--- src/hw/uart_consts.svh ---
`ifndef UART_CONSTS_SVH
`define UART_CONSTS_SVH

// --------------------------------------------------
// Serial line timing
// --------------------------------------------------

// Clock cycles per bit
// Kept small so simulation frames stay short
`define UART_BAUD_DIV 16

// --------------------------------------------------
// Frame layout
// --------------------------------------------------

// Start bit, eight data bits, stop bit (8N1)
`define UART_FRAME_BITS 10

`endif

--- src/hw/uart_pkg.sv ---
`default_nettype none

package uart_pkg;

  // Data byte on every client, arbiter and transmitter port
  typedef logic [7:0] byte_t;

  // --------------------------------------------------
  // Transmitter FSM
  // --------------------------------------------------
  typedef enum logic [1:0] {
    // Line high, waiting for req
    TX_IDLE = 2'd0,
    // Capture the byte, restart the bit timer
    TX_LOAD = 2'd1,
    // Frame going out on the line
    TX_SEND = 2'd2,
    // Ack held until req drops
    TX_ACK  = 2'd3
  } tx_state_e;

  // --------------------------------------------------
  // Arbiter FSM
  // --------------------------------------------------
  typedef enum logic [1:0] {
    ARB_IDLE    = 2'd0,  // pick a client
    ARB_BUSY    = 2'd1,  // granted request forwarded
    ARB_RELEASE = 2'd2   // wait for transmitter ack to drop
  } arb_state_e;

endpackage

`default_nettype wire

--- src/hw/baud_gen.sv ---
`timescale 1ns/1ps
`default_nettype none
`include "uart_consts.svh"

module baud_gen #(
  parameter int BAUD_DIV = `UART_BAUD_DIV
) (
  input  wire  clk,
  input  wire  rstn,
  input  logic restart,
  output logic tick
);

  // Counter width, at least one bit even for BAUD_DIV of 1
  localparam int CNT_W = (BAUD_DIV > 1) ? $clog2(BAUD_DIV) : 1;
  localparam logic [CNT_W-1:0] RELOAD = CNT_W'(BAUD_DIV - 1);

  // Cycles left in the current bit period
  logic [CNT_W-1:0] cnt;

  // --------------------------------------------------
  // Down counter
  // --------------------------------------------------
  // Restart realigns the bit grid to the frame start
  always_ff @(posedge clk) begin
    if (!rstn || restart) begin
      cnt <= RELOAD;
    end else if (cnt == '0) begin
      // Wrap, start the next bit period
      cnt <= RELOAD;
    end else begin
      cnt <= cnt - CNT_W'(1);
    end
  end

  // One pulse per bit period, at the wrap
  assign tick = (cnt == '0);

  // --------------------------------------------------
  // Checks
  // --------------------------------------------------
  // Tick must stay a single-cycle pulse for any divisor above one
  a_tick_single: assert property (
    @(posedge clk) disable iff (!rstn)
    (BAUD_DIV > 1) && tick |=> !tick
  );

endmodule

`default_nettype wire

--- src/hw/uart_tx.sv ---
`timescale 1ns/1ps
`default_nettype none
`include "uart_consts.svh"

module uart_tx #(
  parameter int BAUD_DIV = `UART_BAUD_DIV
) (
  input  wire            clk,
  input  wire            rstn,
  input  logic           req,
  input  uart_pkg::byte_t data,
  output logic           ack,
  output logic           tx
);

  import uart_pkg::*;

  // Bit counter wide enough to hold the full frame length
  localparam int CNT_W = $clog2(`UART_FRAME_BITS + 1);

  tx_state_e state;

  // Data plus start bit, LSB goes out first
  logic [8:0] shifter;

  // Bits still to send in this frame
  logic [CNT_W-1:0] bit_cnt;

  // Bit timer handshake
  logic restart;
  logic tick;

  // --------------------------------------------------
  // Bit timer
  // --------------------------------------------------
  baud_gen #(
    .BAUD_DIV (BAUD_DIV)
  ) u_baud (
    .clk     (clk),
    .rstn    (rstn),
    .restart (restart),
    .tick    (tick)
  );

  // Timer restarts while the byte is captured
  assign restart = (state == TX_LOAD);

  // --------------------------------------------------
  // Shifter and bit counter
  // --------------------------------------------------
  always_ff @(posedge clk) begin
    if (!rstn) begin
      // All ones keeps the line idle
      shifter <= '1;
      bit_cnt <= '0;
    end else if (state == TX_LOAD) begin
      // Start bit in the LSB, so it leaves first
      shifter <= {data, 1'b0};
      bit_cnt <= CNT_W'(`UART_FRAME_BITS);
    end else if (state == TX_SEND && tick) begin
      // Ones fill from the top and form the stop bit
      shifter <= {1'b1, shifter[8:1]};
      bit_cnt <= bit_cnt - CNT_W'(1);
    end
  end

  // Line follows the shifter LSB directly
  assign tx = shifter[0];

  // --------------------------------------------------
  // FSM
  // --------------------------------------------------
  always_ff @(posedge clk) begin
    if (!rstn) begin
      state <= TX_IDLE;
    end else begin
      case (state)
        TX_IDLE: begin
          if (req) begin
            state <= TX_LOAD;
          end
        end
        TX_LOAD: begin
          // Start bit shows on the line next cycle
          state <= TX_SEND;
        end
        TX_SEND: begin
          // Last tick closes the stop bit
          if (tick && bit_cnt == CNT_W'(1)) begin
            state <= TX_ACK;
          end
        end
        TX_ACK: begin
          // Four-phase return to zero
          if (!req) begin
            state <= TX_IDLE;
          end
        end
        default: begin
          state <= TX_IDLE;
        end
      endcase
    end
  end

  // Ack is high for as long as the FSM waits for req to drop
  assign ack = (state == TX_ACK);

  // --------------------------------------------------
  // Checks
  // --------------------------------------------------
  // Idle line is always high
  a_idle_high: assert property (
    @(posedge clk) disable iff (!rstn)
    (state == TX_IDLE) |-> tx
  );

  // Requester keeps data stable until the frame is acknowledged
  a_data_stable: assert property (
    @(posedge clk) disable iff (!rstn)
    (req && !ack) |=> (ack || $stable(data))
  );

endmodule

`default_nettype wire

--- src/hw/tx_arbiter.sv ---
`timescale 1ns/1ps
`default_nettype none

module tx_arbiter (
  input  wire             clk,
  input  wire             rstn,
  // Client 0
  input  logic            c0_req,
  input  uart_pkg::byte_t c0_data,
  output logic            c0_ack,
  // Client 1
  input  logic            c1_req,
  input  uart_pkg::byte_t c1_data,
  output logic            c1_ack,
  // Transmitter side
  output logic            tx_req,
  output uart_pkg::byte_t tx_data,
  input  logic            tx_ack
);

  import uart_pkg::*;

  arb_state_e state;

  // Client granted most recently, also the current grant
  logic last_served;

  // Client chosen in idle
  logic pick;

  // Request line of the granted client
  logic gnt_req;

  // --------------------------------------------------
  // Round-robin choice
  // --------------------------------------------------
  always_comb begin
    if (c0_req && c1_req) begin
      // Both waiting, serve the other one this time
      pick = ~last_served;
    end else begin
      // Only one (or none) waiting
      pick = c1_req;
    end
  end

  assign gnt_req = last_served ? c1_req : c0_req;

  // --------------------------------------------------
  // FSM and forwarded request
  // --------------------------------------------------
  always_ff @(posedge clk) begin
    if (!rstn) begin
      state       <= ARB_IDLE;
      // Client 0 wins the first tie
      last_served <= 1'b1;
      tx_req      <= 1'b0;
    end else begin
      case (state)
        ARB_IDLE: begin
          if (c0_req || c1_req) begin
            last_served <= pick;
            tx_req      <= 1'b1;
            state       <= ARB_BUSY;
          end
        end
        ARB_BUSY: begin
          // Client dropped req after seeing ack
          if (!gnt_req) begin
            tx_req <= 1'b0;
            state  <= ARB_RELEASE;
          end
        end
        ARB_RELEASE: begin
          // Grant held until the transmitter ack is gone
          if (!tx_ack) begin
            state <= ARB_IDLE;
          end
        end
        default: begin
          state <= ARB_IDLE;
        end
      endcase
    end
  end

  // Data captured with the grant, held through the frame
  always_ff @(posedge clk) begin
    if (state == ARB_IDLE && (c0_req || c1_req)) begin
      tx_data <= pick ? c1_data : c0_data;
    end
  end

  // --------------------------------------------------
  // Ack routing
  // --------------------------------------------------
  // One register behind tx_ack, granted client only
  always_ff @(posedge clk) begin
    if (!rstn) begin
      c0_ack <= 1'b0;
      c1_ack <= 1'b0;
    end else begin
      c0_ack <= tx_ack && !last_served;
      c1_ack <= tx_ack && last_served;
    end
  end

  // Only one client can own the transmitter
  a_one_ack: assert property (
    @(posedge clk) disable iff (!rstn)
    !(c0_ack && c1_ack)
  );

endmodule

`default_nettype wire

--- src/hw/uart_tx_top.sv ---
`timescale 1ns/1ps
`default_nettype none
`include "uart_consts.svh"

module uart_tx_top #(
  parameter int BAUD_DIV = `UART_BAUD_DIV
) (
  input  wire             clk,
  input  wire             rstn,
  // Client 0 handshake
  input  logic            c0_req,
  input  uart_pkg::byte_t c0_data,
  output logic            c0_ack,
  // Client 1 handshake
  input  logic            c1_req,
  input  uart_pkg::byte_t c1_data,
  output logic            c1_ack,
  // Serial line
  output logic            tx
);

  import uart_pkg::*;

  // --------------------------------------------------
  // Arbiter to transmitter link
  // --------------------------------------------------
  logic  tx_req;
  byte_t tx_data;
  logic  tx_ack;

  // Two clients share one transmitter
  tx_arbiter u_arb (
    .clk     (clk),
    .rstn    (rstn),
    .c0_req  (c0_req),
    .c0_data (c0_data),
    .c0_ack  (c0_ack),
    .c1_req  (c1_req),
    .c1_data (c1_data),
    .c1_ack  (c1_ack),
    .tx_req  (tx_req),
    .tx_data (tx_data),
    .tx_ack  (tx_ack)
  );

  // --------------------------------------------------
  // 8N1 transmitter with its own bit timer
  // --------------------------------------------------
  uart_tx #(
    .BAUD_DIV (BAUD_DIV)
  ) u_tx (
    .clk  (clk),
    .rstn (rstn),
    .req  (tx_req),
    .data (tx_data),
    .ack  (tx_ack),
    .tx   (tx)
  );

endmodule

`default_nettype wire

--- config.mk ---
export PLATFORM = sky130hd
export DESIGN_NAME = uart_tx_top
export DESIGN_NICKNAME = d
export VERILOG_FILES = /design/src/hw/uart_pkg.sv /design/src/hw/baud_gen.sv /design/src/hw/uart_tx.sv /design/src/hw/tx_arbiter.sv /design/src/hw/uart_tx_top.sv
export VERILOG_INCLUDE_DIRS = /design/src /design/src/hw
export SDC_FILE = /design/constraint.sdc
export NUM_CORES = 1
export LEC_CHECK = 0
export BUFFER_PORTS_ARGS = -buffer_cell sky130_fd_sc_hd__buf_2
export CELL_PAD_IN_SITES_DETAIL_PLACEMENT = 1
export CELL_PAD_IN_SITES_GLOBAL_PLACEMENT = 2
export CORE_MARGIN = 4
export CORE_UTILIZATION = 32
export CTS_CLUSTER_DIAMETER = 200
export DETAILED_ROUTE_END_ITERATION = 7
export GPL_TIMING_DRIVEN = 0
export PLACE_DENSITY_LB_ADDON = 0.1
export SLEW_MARGIN = 20
export SYNTH_ARGS = -nofsm -noshare
export SYNTH_HDL_FRONTEND = slang
export SYNTH_SLANG_ARGS = --single-unit
--- constraint.sdc ---
create_clock -name clk -period 1.3 [get_ports clk]
set_input_delay 0.13 -clock clk [delete_from_list [all_inputs] [get_ports clk]]
set_output_delay 0.13 -clock clk [all_outputs]
set_load 0.005 [all_outputs]
* After elaboration in Yosys (flattened, before gate mapping)
Cells that the tools add are included.
Storage, ports and cells: register bits after elaboration 33, output and inout bits 3, logic and storage cells 66
Cells by class: add/subtract/negate cells 2, equal/unequal tests 12, mux-type cells 18, bitwise gates (word level) 2, reductions and logical operators 21
Operators with widths (count):
- $mux 9 | 2
- $mux 2 | 6
- $ne 2x2->1 const B | 6
- $reduce_and 3->1 | 3
- $mux 4 | 2
- $mux 8 | 1
- $pmux 2 s4 | 1
- $sub 4x1->4 const B | 2
- $eq 2x2->1 const B | 3
- $logic_and 1x1->1 | 6
- $pmux 2 s3 | 1
- $eq 2x1->1 const B | 2
- $eq 4x1->1 const B | 1
- $logic_not 2->1 | 2
- $logic_not 4->1 | 1
- $mux 1 | 4
- $reduce_bool 2->1 | 2
- $reduce_or 2->1 | 2
- $logic_not 1->1 | 2
- $logic_or 1x1->1 | 2
- $not 1->1 | 2
- $pmux 1 s2 | 1
- $reduce_and 2->1 | 1

* Depth between registers and ports, before layout
Gate-level depths: netlist of run 1.
depth after elaboration 4, depth in mapped cells 6

* Modules after synthesis
From an unflattened synthesis of run 1, not the netlist that was laid out.
Unflattened totals: cells, all modules 144, area, all modules 1522.7 um^2
Modules (own cells, without submodules):
- uart_tx | times used 1, cells each 85, area an instance 774.5 um^2, sequential area each 300.3 um^2
- tx_arbiter | times used 1, cells each 42, area an instance 585.6 um^2, sequential area each 360.3 um^2
- baud_gen | times used 1, cells each 17, area an instance 162.7 um^2, sequential area each 80.1 um^2

* Least setup slack after synthesis of run 1
Ideal clock, no wire load.
kind register to register, start register u_tx.state[0], end register u_tx.bit_cnt[3], data arrival time 1318 ps, required time 1185 ps, setup slack -133 ps, cell stages (with the launch flop) 6, clock period less this slack 1433 ps, path through dfxtp_1 > inv_1 > ha_1 > and4bb_4 > a211o_2 > and3_1
Between the ends: word-level cells in the longest chain between the ends 3
RTL lines:
- start: declaration | line uart_tx.sv:21 | tx_state_e state;
- start signal: assignment | line uart_tx.sv:75 | state <= TX_IDLE;
- start signal: assignment | line uart_tx.sv:80 | state <= TX_LOAD;
- start signal: assignment | line uart_tx.sv:85 | state <= TX_SEND;
- $eq 2x2->1 | line uart_tx.sv:60 | end else if (state == TX_SEND && tick) begin
- $logic_and 1x1->1 | line uart_tx.sv:60
- $reduce_bool 2->1 (no source line)
- end signal: assignment | line uart_tx.sv:59 | bit_cnt <= CNT_W'(`UART_FRAME_BITS);
- end signal: assignment | line uart_tx.sv:63 | bit_cnt <= bit_cnt - CNT_W'(1);
- end: declaration | line uart_tx.sv:27 | logic [CNT_W-1:0] bit_cnt;
Several ways; a longest one is shown, not always the timed one. A chain may end at the register's enable or synchronous reset.

* Worst setup path after layout of run 1
Same ends and word-level chain as after synthesis.

==> reports/qor.yml, run 1 <==
critPathKind: "flop to flop"
port_buffers: 22
min_path_type: "input pin to flop"
antenna_left: 0
drt-pass1-iter-count: 3
yosys.area.top_type_share_pct: 32.13
drc: 0
antennaDiodeCount: 0
yosysSeqAreaShare_pct: 47.55
setup_ws_ps: -89.56
path_cells: "inv_2 > ha_4 > and4bb_4 > buf_8 > nand4b_1 > and3_1"
yosysMostFrequentCell: "dfxtp_1"
drive_above_1_share_pct: 42.64
die_w_um: 77.77
crit_buf_inv: 2
num_vias: 1294
period_share_pct: 106.9
grt_pass1_vias: 1339
netlist_instances: 155
slowest_delay_ps: 330
async_flop_share_pct: 0
gr-total-overflow: 0
syn_avg_cell_area_um2: 10.05
yosys-top-cells-area: "dfxtp_1 32%, edfxtp_1 15%, mux2_2 5.8%"
final-setup-viol-count: 8
synth_cell_type_count: 41
wl_um: 3973
cp.required_ps: 1480
tritoncts: "yes"
rows: 25
cts_made_buffers: 5
tightest_slew_ps: 477.5
p_sw_mw: 1.045
finalHoldViolations: 0
ys_ff_latch: 33
crit_arrival_ps: 1570
worst_path_max_delay_cell: "dfxtp_2"
grt_max_degree: 11
ys_warn_count: 0
violations: "setup timing"
cts-root-buf: "clkbuf_8"
status: "finished with violations"
grt_pass1_wl_um: 6492
synthesis.nets: 182
synth_edf_count: 8
track_usage_pct: 13.72
cp-end-kind: "flop"
nets: 223
whs_ps: 141.9
multi_input_area_um2: 917.1
p_per_area_nw_per_um2: 1536
ios: 23
syn2layout_area_growth_pct: 39.28
internal_power_mw: 2.287
synth_top_cells_by_count: "25 x dfxtp_1, 22 x nand2_1, 9 x inv_1"
seq_power_share_pct: 42.8
gp_congestion: 0.7521
drtIter0Drc: 61
rsz0062_at_grt: "true"
core_region_area_um2: 4723
combPwrFrac_pct: 33.1
max_slew_margin_pct: 68.17
period_needed_ps: 1390
crit_fanout: 5
cts-hold-fix-buffers: 0
clock_power_share_pct: 24.1
initial_utilization_pct: 32.98
insertion_delay_ps: 280
switching_share_pct: 31.37
ys.flop_type: "dfxtp_1"
skew_ps: 4.467
dieArea_um2: 6048
critPathTopFamily: "simple AND/OR/NAND/NOR gates"
dieHeight_um: 77.77
avgRoutedWirePerCell_um: 15.05
maxCapViolations: 0
tns_ps: -221.0
slew_viol_final: 0
cp-start-kind: "flop"
clock-sinks: 33
synthesis.area_um2: 1558
cts.path.max_buffers: 2
htree_num_levels: 2
fmax_ghz: 0.7197
grt_antenna_before_repair: 0
cts.clk_slew.worst_paths_ps: 70
fillerInstances: 534
p_leak_nw: 0.9634
regArea_um2: 749.5
place_ws_ps: -220.0
hpwlAfterDp_um: 2670
via_per_inst: 4.902
synth.largest_area_cell: "dfxtp_1"
vdd_drop_max_v: 0.0005882
-- final timing paths --
check             startpoint  slack [ps]               end  cells after the start
max            u_tx.state[0]         -90   u_tx.bit_cnt[3]                      6
max reg2reg    u_tx.state[0]         -90   u_tx.bit_cnt[3]                      6
min               c0_data[5]         140  u_arb.tx_data[5]                      2
min reg2reg  u_tx.shifter[4]         470   u_tx.shifter[4]                      2
-- flip-flops by register name, indices dropped and copies added (netlist names) --
name / flops
u_arb.c1_ack: 1
u_arb.state: 2
u_arb.tx_req: 1
u_tx.bit_cnt: 4
u_arb.c0_ack: 1
u_tx.shifter: 9
u_arb.last_served: 1
u_tx.u_baud.cnt: 4
u_arb.tx_data: 8
u_tx.state: 2
-- kinds of logic (layout without fill, tap and decap cells) --
group / count (synthesis) / after routing / synth area share (%)
DFF: 33 / 33 / 47.55
adders and majority gates: 7 / 7 / 5.622
and+or+nand+nor: 55 / 55 / 20.24
buffers and inverters: 15 / 57 / 4.417
muxes: 11 / 11 / 7.711
AOI/OAI and AO/OA: 34 / 34 / 14.46
-- worst register-to-register path: cells and delay by family, from the launching register on --
kind / cells / cell delay (ps)
simple gates: 3 / 590
flops: 1 / 330
buf+inv: 2 / 220
fa+ha+maj: 1 / 160
-- routing by layer --
metal	share of wire (%)	vias up	global-route usage [%]
met5	0	-	0
met4	1.5	0	5.694
met3	3.7	7	3.944
met2	51	19	23.29
met1	44	629	16.06
li1	-	639	-
-- per-stage QoR --
| stage | total power [mW] | instance area [um2] | cells | util (%) |
|---|---|---|---|---|
| after floorplan | 1.941 | 1578 | 155 | - |
| after global placement | 2.124 | 1772 | 244 | 37.51 |
| after detailed placement | 2.184 | 1772 | 244 | 37.51 |
| after CTS | 3.201 | 2003 | 258 | 42.41 |
| after global routing | 3.590 | 2170 | 264 | 45.93 |
| final | 3.333 | 2170 | 264 | 45.93 |
-- final cells by class --
cell class | instances | share of cell area [%]
timing repair buffer | 34 | 11.07
sequential | 33 | 34.54
multi-input combinational | 107 | 42.27
tap | 67 | 3.864
buffer | 6 | 2.537
clock buffer | 8 | 4.152
inverter | 9 | 1.557
-- power groups by stage --
| stage | clock network (mW) | registers (mW) | logic [mW] |
|---|---|---|---|
| final | 0.802 | 1.43 | 1.10 |
| after global routing | 0.892 | 1.46 | 1.24 |
| after CTS | 0.836 | 1.42 | 0.944 |
| after detailed placement | 0 | 1.44 | 0.749 |
| after global placement | 0 | 1.42 | 0.701 |
| after floorplan | 0 | 1.40 | 0.543 |
-- timing repair --
item | 4_1_cts | 5_1_grt
setup endpoints to repair | 27 | 34
pin swaps | 7 | 18
gates resized for setup | 23 | 26
setup buffers | 5 | 6
gates cloned | 1 | 1
-- layout by cell type, fill, tap and decap left out, types with 6 or more instances in the layout --
cell and instances:
a31oi_1 8, edfxtp_1 8, and3b_1 7, buf_2 22, mux2_2 6, nand2_1 18
inv_1 6, buf_4 8, a21oi_1 6, dfxtp_1 20, clkbuf_8 7
Note: power is estimated with default switching activity, not from simulation.
==> run 2, diff against run 1 <==
- SKIP_LAST_GASP: not set -> 1
==> reports/qor.yml, run 2 (synthesis gave the netlist of run 1 again) <==
via_per_inst: 4.955
drtIter0Drc: 45
cp-end-kind: "flop"
clock-sinks: 33
fin_area_um2: 2156
combPwrFrac_pct: 34.4
slew_viol_final: 0
period_needed_ps: 1420
dieHeight_um: 77.77
gp_congestion: 0.7521
crit_fanout: 5
vdd_drop_max_v: 0.0005914
final_cells: 264
cp-start-kind: "flop"
die_w_um: 77.77
core_region_area_um2: 4723
avgRoutedWirePerCell_um: 14.74
ff2ff_path_depth: 6
status: "finished with violations"
rr_endpoint: "u_tx.bit_cnt[3]"
antennaDiodeCount: 0
violations: "setup timing"
fillerInstances: 536
drt-pass1-iter-count: 4
crit_arrival_ps: 1600
min_path_type: "input pin to flop"
critPathKind: "flop to flop"
tritoncts: "yes"
grt_antenna_before_repair: 0
htree_num_levels: 2
num_vias: 1308
setup_ws_ps: -119.5
cp.required_ps: 1480
final-setup-viol-count: 9
dieArea_um2: 6048
p_per_area_nw_per_um2: 1580
hpwlAfterDp_um: 2670
rows: 25
initial_utilization_pct: 32.98
largest_reg_flops: 9
top_register: "u_tx.shifter"
fin_util_pct: 45.64
period_share_pct: 109.2
rsz0062_at_grt: "true"
nets: 223
holdPathEnd: "u_arb.tx_data[5]"
top_regs: "u_tx.shifter x9, u_arb.tx_data x8"
track_usage_pct: 13.74
grt_pass1_vias: 1337
grt_max_degree: 11
place_ws_ps: -220.0
grt_pass1_wl_um: 6492
tightest_slew_ps: 458.1
cts_made_buffers: 5
syn2layout_area_growth_pct: 38.39
finalHoldViolations: 0
final_cell_mix: "22 x buf_2, 20 x dfxtp_1, 18 x nand2_1"
seq_power_share_pct: 41.9
place_area_um2: 1772
dp.cells: 244
cts.path.max_buffers: 2
gr-total-overflow: 0
switching_share_pct: 31.25
r2r_setup_slack_ps: -120
internal_power_mw: 2.342
wl_um: 3891
r2r-start: "u_tx.state[0]"
ios: 23
drc: 0
max_slew_margin_pct: 69.46
fmax_ghz: 0.7045
hold_depth: 2
layout_commonest_cell: "buf_2"
maxCapViolations: 0
antenna_left: 0
min_from: "c0_data[5]"
cts-root-buf: "clkbuf_8"
cts.clk_slew.worst_paths_ps: 70
drive_above_1_share_pct: 42.64
port_buffers: 22
whs_ps: 140.0
insertion_delay_ps: 290
clock_power_share_pct: 23.7
p_leak_nw: 0.9330
p_sw_mw: 1.064
skew_ps: 3.978
run 2: cell counts in the layout (fill, tap and decap cells not counted):
Identical to the previous run, type by type.
run 2: layout make-up:
class | instances | area [um2] | share of cell area, %
inverters | 9 | 33.78 | 1.567
clock buffers | 8 | 90.09 | 4.179
flip-flops and latches | 33 | 749.5 | 34.76
well taps | 67 | 83.83 | 3.889
repair buffers | 34 | 240.2 | 11.14
plain buffers | 6 | 48.80 | 2.263
multi-input cells | 107 | 909.6 | 42.19
run 2: metal layers:
layer / vias to the layer above / GRT usage, % / routed length, um
met5: - / 0 / 0
met4: 0 / 5.694 / 62
met3: 8 / 3.944 / 148
met2: 21 / 23.37 / 1998
met1: 639 / 16.06 / 1682
li1: 640 / - / -
run 2: how the worst max path moves through the flow:
stage | startpoint | to | depth (start not counted)
finish | u_tx.state[0] | u_tx.bit_cnt[3] | 6
floorplan | u_tx.state[0] | u_tx.bit_cnt[3] | 5
CTS | u_tx.state[0] | u_tx.bit_cnt[3] | 6
global placement | u_tx.state[1] | u_tx.u_baud.cnt[3] | 5
global route | u_tx.state[0] | u_tx.bit_cnt[3] | 6
detailed placement | u_tx.state[1] | u_tx.u_baud.cnt[3] | 5
run 2: per-stage QoR:
stage	power, mW	TNS (ps)
after floorplan	1.941	-10.01
after global placement	2.124	-2184
after detailed placement	2.184	-3259
after CTS	3.181	-164.0
after global routing	3.657	-1149
final	3.406	-284.2
run 2: timing repair:
| action | CTS | global route |
|---|---|---|
| pin swaps | 6 | 15 |
| hold buffers | 0 | 0 |
| setup endpoints to repair | 27 | 34 |
| buffers inserted | 5 | 6 |
| gates resized for setup | 21 | 26 |
| cloned | 1 | 0 |
run 2: worst max-delay path: stages (launching register included):
cell	delay [ps]
dfxtp_2	330
inv_2	80
ha_4	150
and4bb_4	330
buf_8	140
nand4b_1	90
and3_1	200
run 2: power by group through the flow:
stage	Combinational (mW)	Clock (mW)	Sequential [mW]
6_report	1.17	0.808	1.43
5_1_grt	1.31	0.892	1.46
4_1_cts	0.926	0.836	1.42
3_5_place_dp	0.749	0	1.44
3_3_place_gp	0.701	0	1.42
2_1_floorplan	0.543	0	1.40
==> run 3, diff against run 2 <==
--- a/config.mk
+++ b/config.mk
@@ -21,2 +21,3 @@
 export SYNTH_HDL_FRONTEND = slang
+export SYNTH_HIERARCHICAL = 1
 export SYNTH_SLANG_ARGS = --single-unit
--- a/constraint.sdc
+++ b/constraint.sdc
@@ -3,2 +3,2 @@
 set_output_delay 0.13 -clock clk [all_outputs]
-set_load 0.005 [all_outputs]
+set_load 0.1 [all_outputs]
==> reports/qor.yml, run 3 <==
status: "finished with violations"
violations: "setup timing"
largest_reg_flops: 9
dp.cells: 218
antenna_left: 0
cp.required_ps: 1520
combPwrFrac_pct: 30.2
grt_antenna_before_repair: 0
switching_share_pct: 31.77
maxCapViolations: 0
grt_pass1_wl_um: 6085
grt_pass1_vias: 1273
syn_avg_cell_area_um2: 10.57
max_slew_margin_pct: 67.76
synth_xor_area_share_pct: 1.726
gr-total-overflow: 0
place_area_um2: 1780
period_share_pct: 133.7
cts.clk_slew.worst_paths_ps: 70
htree_num_levels: 2
tritoncts: "yes"
cts-hold-fix-buffers: 0
crit_fanout: 2
critPathKind: "flop to flop"
rows: 24
synth_cell_type_count: 37
whs_ps: 147.1
synth_top_cells_by_count: "25 x dfxtp_1, 10 x nor2b_1, 10 x o21ai_0"
ys_ff_latch: 33
syn2layout_area_growth_pct: 37.06
cts_made_buffers: 5
skew_ps: 8.735
final-setup-viol-count: 18
num_vias: 1188
internal_power_mw: 2.356
cp-start-kind: "flop"
layout_commonest_cell: "buf_2"
final_cells: 238
ys.flop_type: "dfxtp_1"
crit_arrival_ps: 1960
synth_compound_area_share_pct: 14.63
fin_area_um2: 2087
initial_utilization_pct: 34.03
total_power_mw: 3.453
p_sw_mw: 1.097
period_needed_ps: 1738
hpwlAfterDp_um: 2341
die_w_um: 76.98
min_path_type: "input pin to flop"
dieHeight_um: 76.98
tightest_slew_ps: 487.0
cts.path.max_buffers: 2
vdd_drop_max_v: 0.0006037
async_flop_share_pct: 0
synth_edf_count: 8
synth-simple-area-share_pct: 16.84
synth.largest_area_cell: "dfxtp_1"
top_register: "u_tx/shifter"
via_per_inst: 4.992
rsz0062_at_grt: "true"
ys_warn_count: 6
core_region_area_um2: 4474
drtIter0Drc: 40
port_buffers: 22
dieArea_um2: 5926
grt_max_degree: 14
nets: 212
finalHoldViolations: 0
tns_ps: -5357
fmax_ghz: 0.5754
place_ws_ps: -473.0
final_cell_mix: "23 x buf_2, 22 x dfxtp_1, 10 x nor2b_1"
gp_congestion: 0.7160
drt-pass1-iter-count: 4
synthesis.nets: 171
seq_power_share_pct: 40.7
synthMuxAreaShare_pct: 8.546
synth_top_family_by_area: "simple AND/OR/NAND/NOR gates"
yosys-top-cells-area: "dfxtp_1 33%, edfxtp_1 16%, mux2_2 5.9%"
avgRoutedWirePerCell_um: 14.78
clock-sinks: 33
slew_viol_final: 0
drive_above_1_share_pct: 42.47
ios: 23
antennaDiodeCount: 0
cts-root-buf: "clkbuf_8"
p_per_area_nw_per_um2: 1654
top_regs: "u_tx/shifter x9, u_arb/tx_data x8"
drc: 0
setup_ws_ps: -437.8
insertion_delay_ps: 280
netlist_instances: 144
p_leak_nw: 0.8949
synthesis.area_um2: 1523
fin_util_pct: 46.64
yosysMostFrequentCell: "dfxtp_1"
cp-end-kind: "flop"
synth_fa_ha_area_share_pct: 5.752
track_usage_pct: 12.93
wl_um: 3517
clock_power_share_pct: 29.1
fillerInstances: 506
yosysSeqAreaShare_pct: 48.64
yosys.area.top_type_share_pct: 32.87
[run 3: final cells by class]
type	count	area, um2	area share [%]
buffer	6	47.55	2.278
inverter	7	28.78	1.379
sequential	33	747.0	35.79
clock buffer	7	86.33	4.137
multi-input combinational	97	834.6	39.99
clock inverter	1	30.03	1.439
timing repair buffer	35	247.7	11.87
tap	52	65.06	3.118
[run 3: final timing paths]
kind,start,to,slack [ps],depth (start not counted)
worst max-delay path,u_tx/u_baud/cnt[1],u_tx/state[1],-440,7
worst max register to register,u_tx/u_baud/cnt[1],u_tx/state[1],-440,7
worst min register to register,u_arb/last_served,u_arb/c0_ack,480,1
worst min-delay path,c0_data[5],u_arb/tx_data[5],150,2
[run 3: metal layers]
metal	part of all wire [%]	GRT usage, %	wire (um)
met5	0	0	0
met1	44	15.24	1538
met3	5.5	3.864	192
met2	49	21.95	1730
met4	1.6	5.160	57
[run 3: critical path: stages (launching register included)]
cell       delay [ps]
dfxtp_2           330
inv_2              60
ha_4              120
or3b_4            400
inv_4              70
nand4bb_1         130
a221oi_2          340
mux2i_1           210
[run 3: power groups by stage]
stage	Sequential [mW]	Combinational, mW	Clock [mW]
2_1_floorplan	1.49	0.629	0
3_3_place_gp	1.41	0.905	0
3_5_place_dp	1.42	0.939	0
4_1_cts	1.40	0.999	1.04
5_1_grt	1.43	1.15	1.08
6_report	1.40	1.04	1.01
[run 3: kinds of logic (layout without fill, tap and decap cells)]
logic type,Yosys count,count (layout)
adder cells (fa/ha/maj),7,7
AO/OA/AOI/OAI,31,31
flip-flops,33,33
AND/OR/NAND/NOR,44,44
buffers and inverters,14,56
XOR/XNOR,3,3
multiplexers,12,12
[run 3: what timing repair did]
| action | CTS | global route |
|---|---|---|
| buffers inserted | 6 | 5 |
| cloned | 1 | 1 |
| setup endpoints to repair | 31 | 18 |
| gates resized for setup | 8 | 17 |
| pin swaps | 3 | 8 |
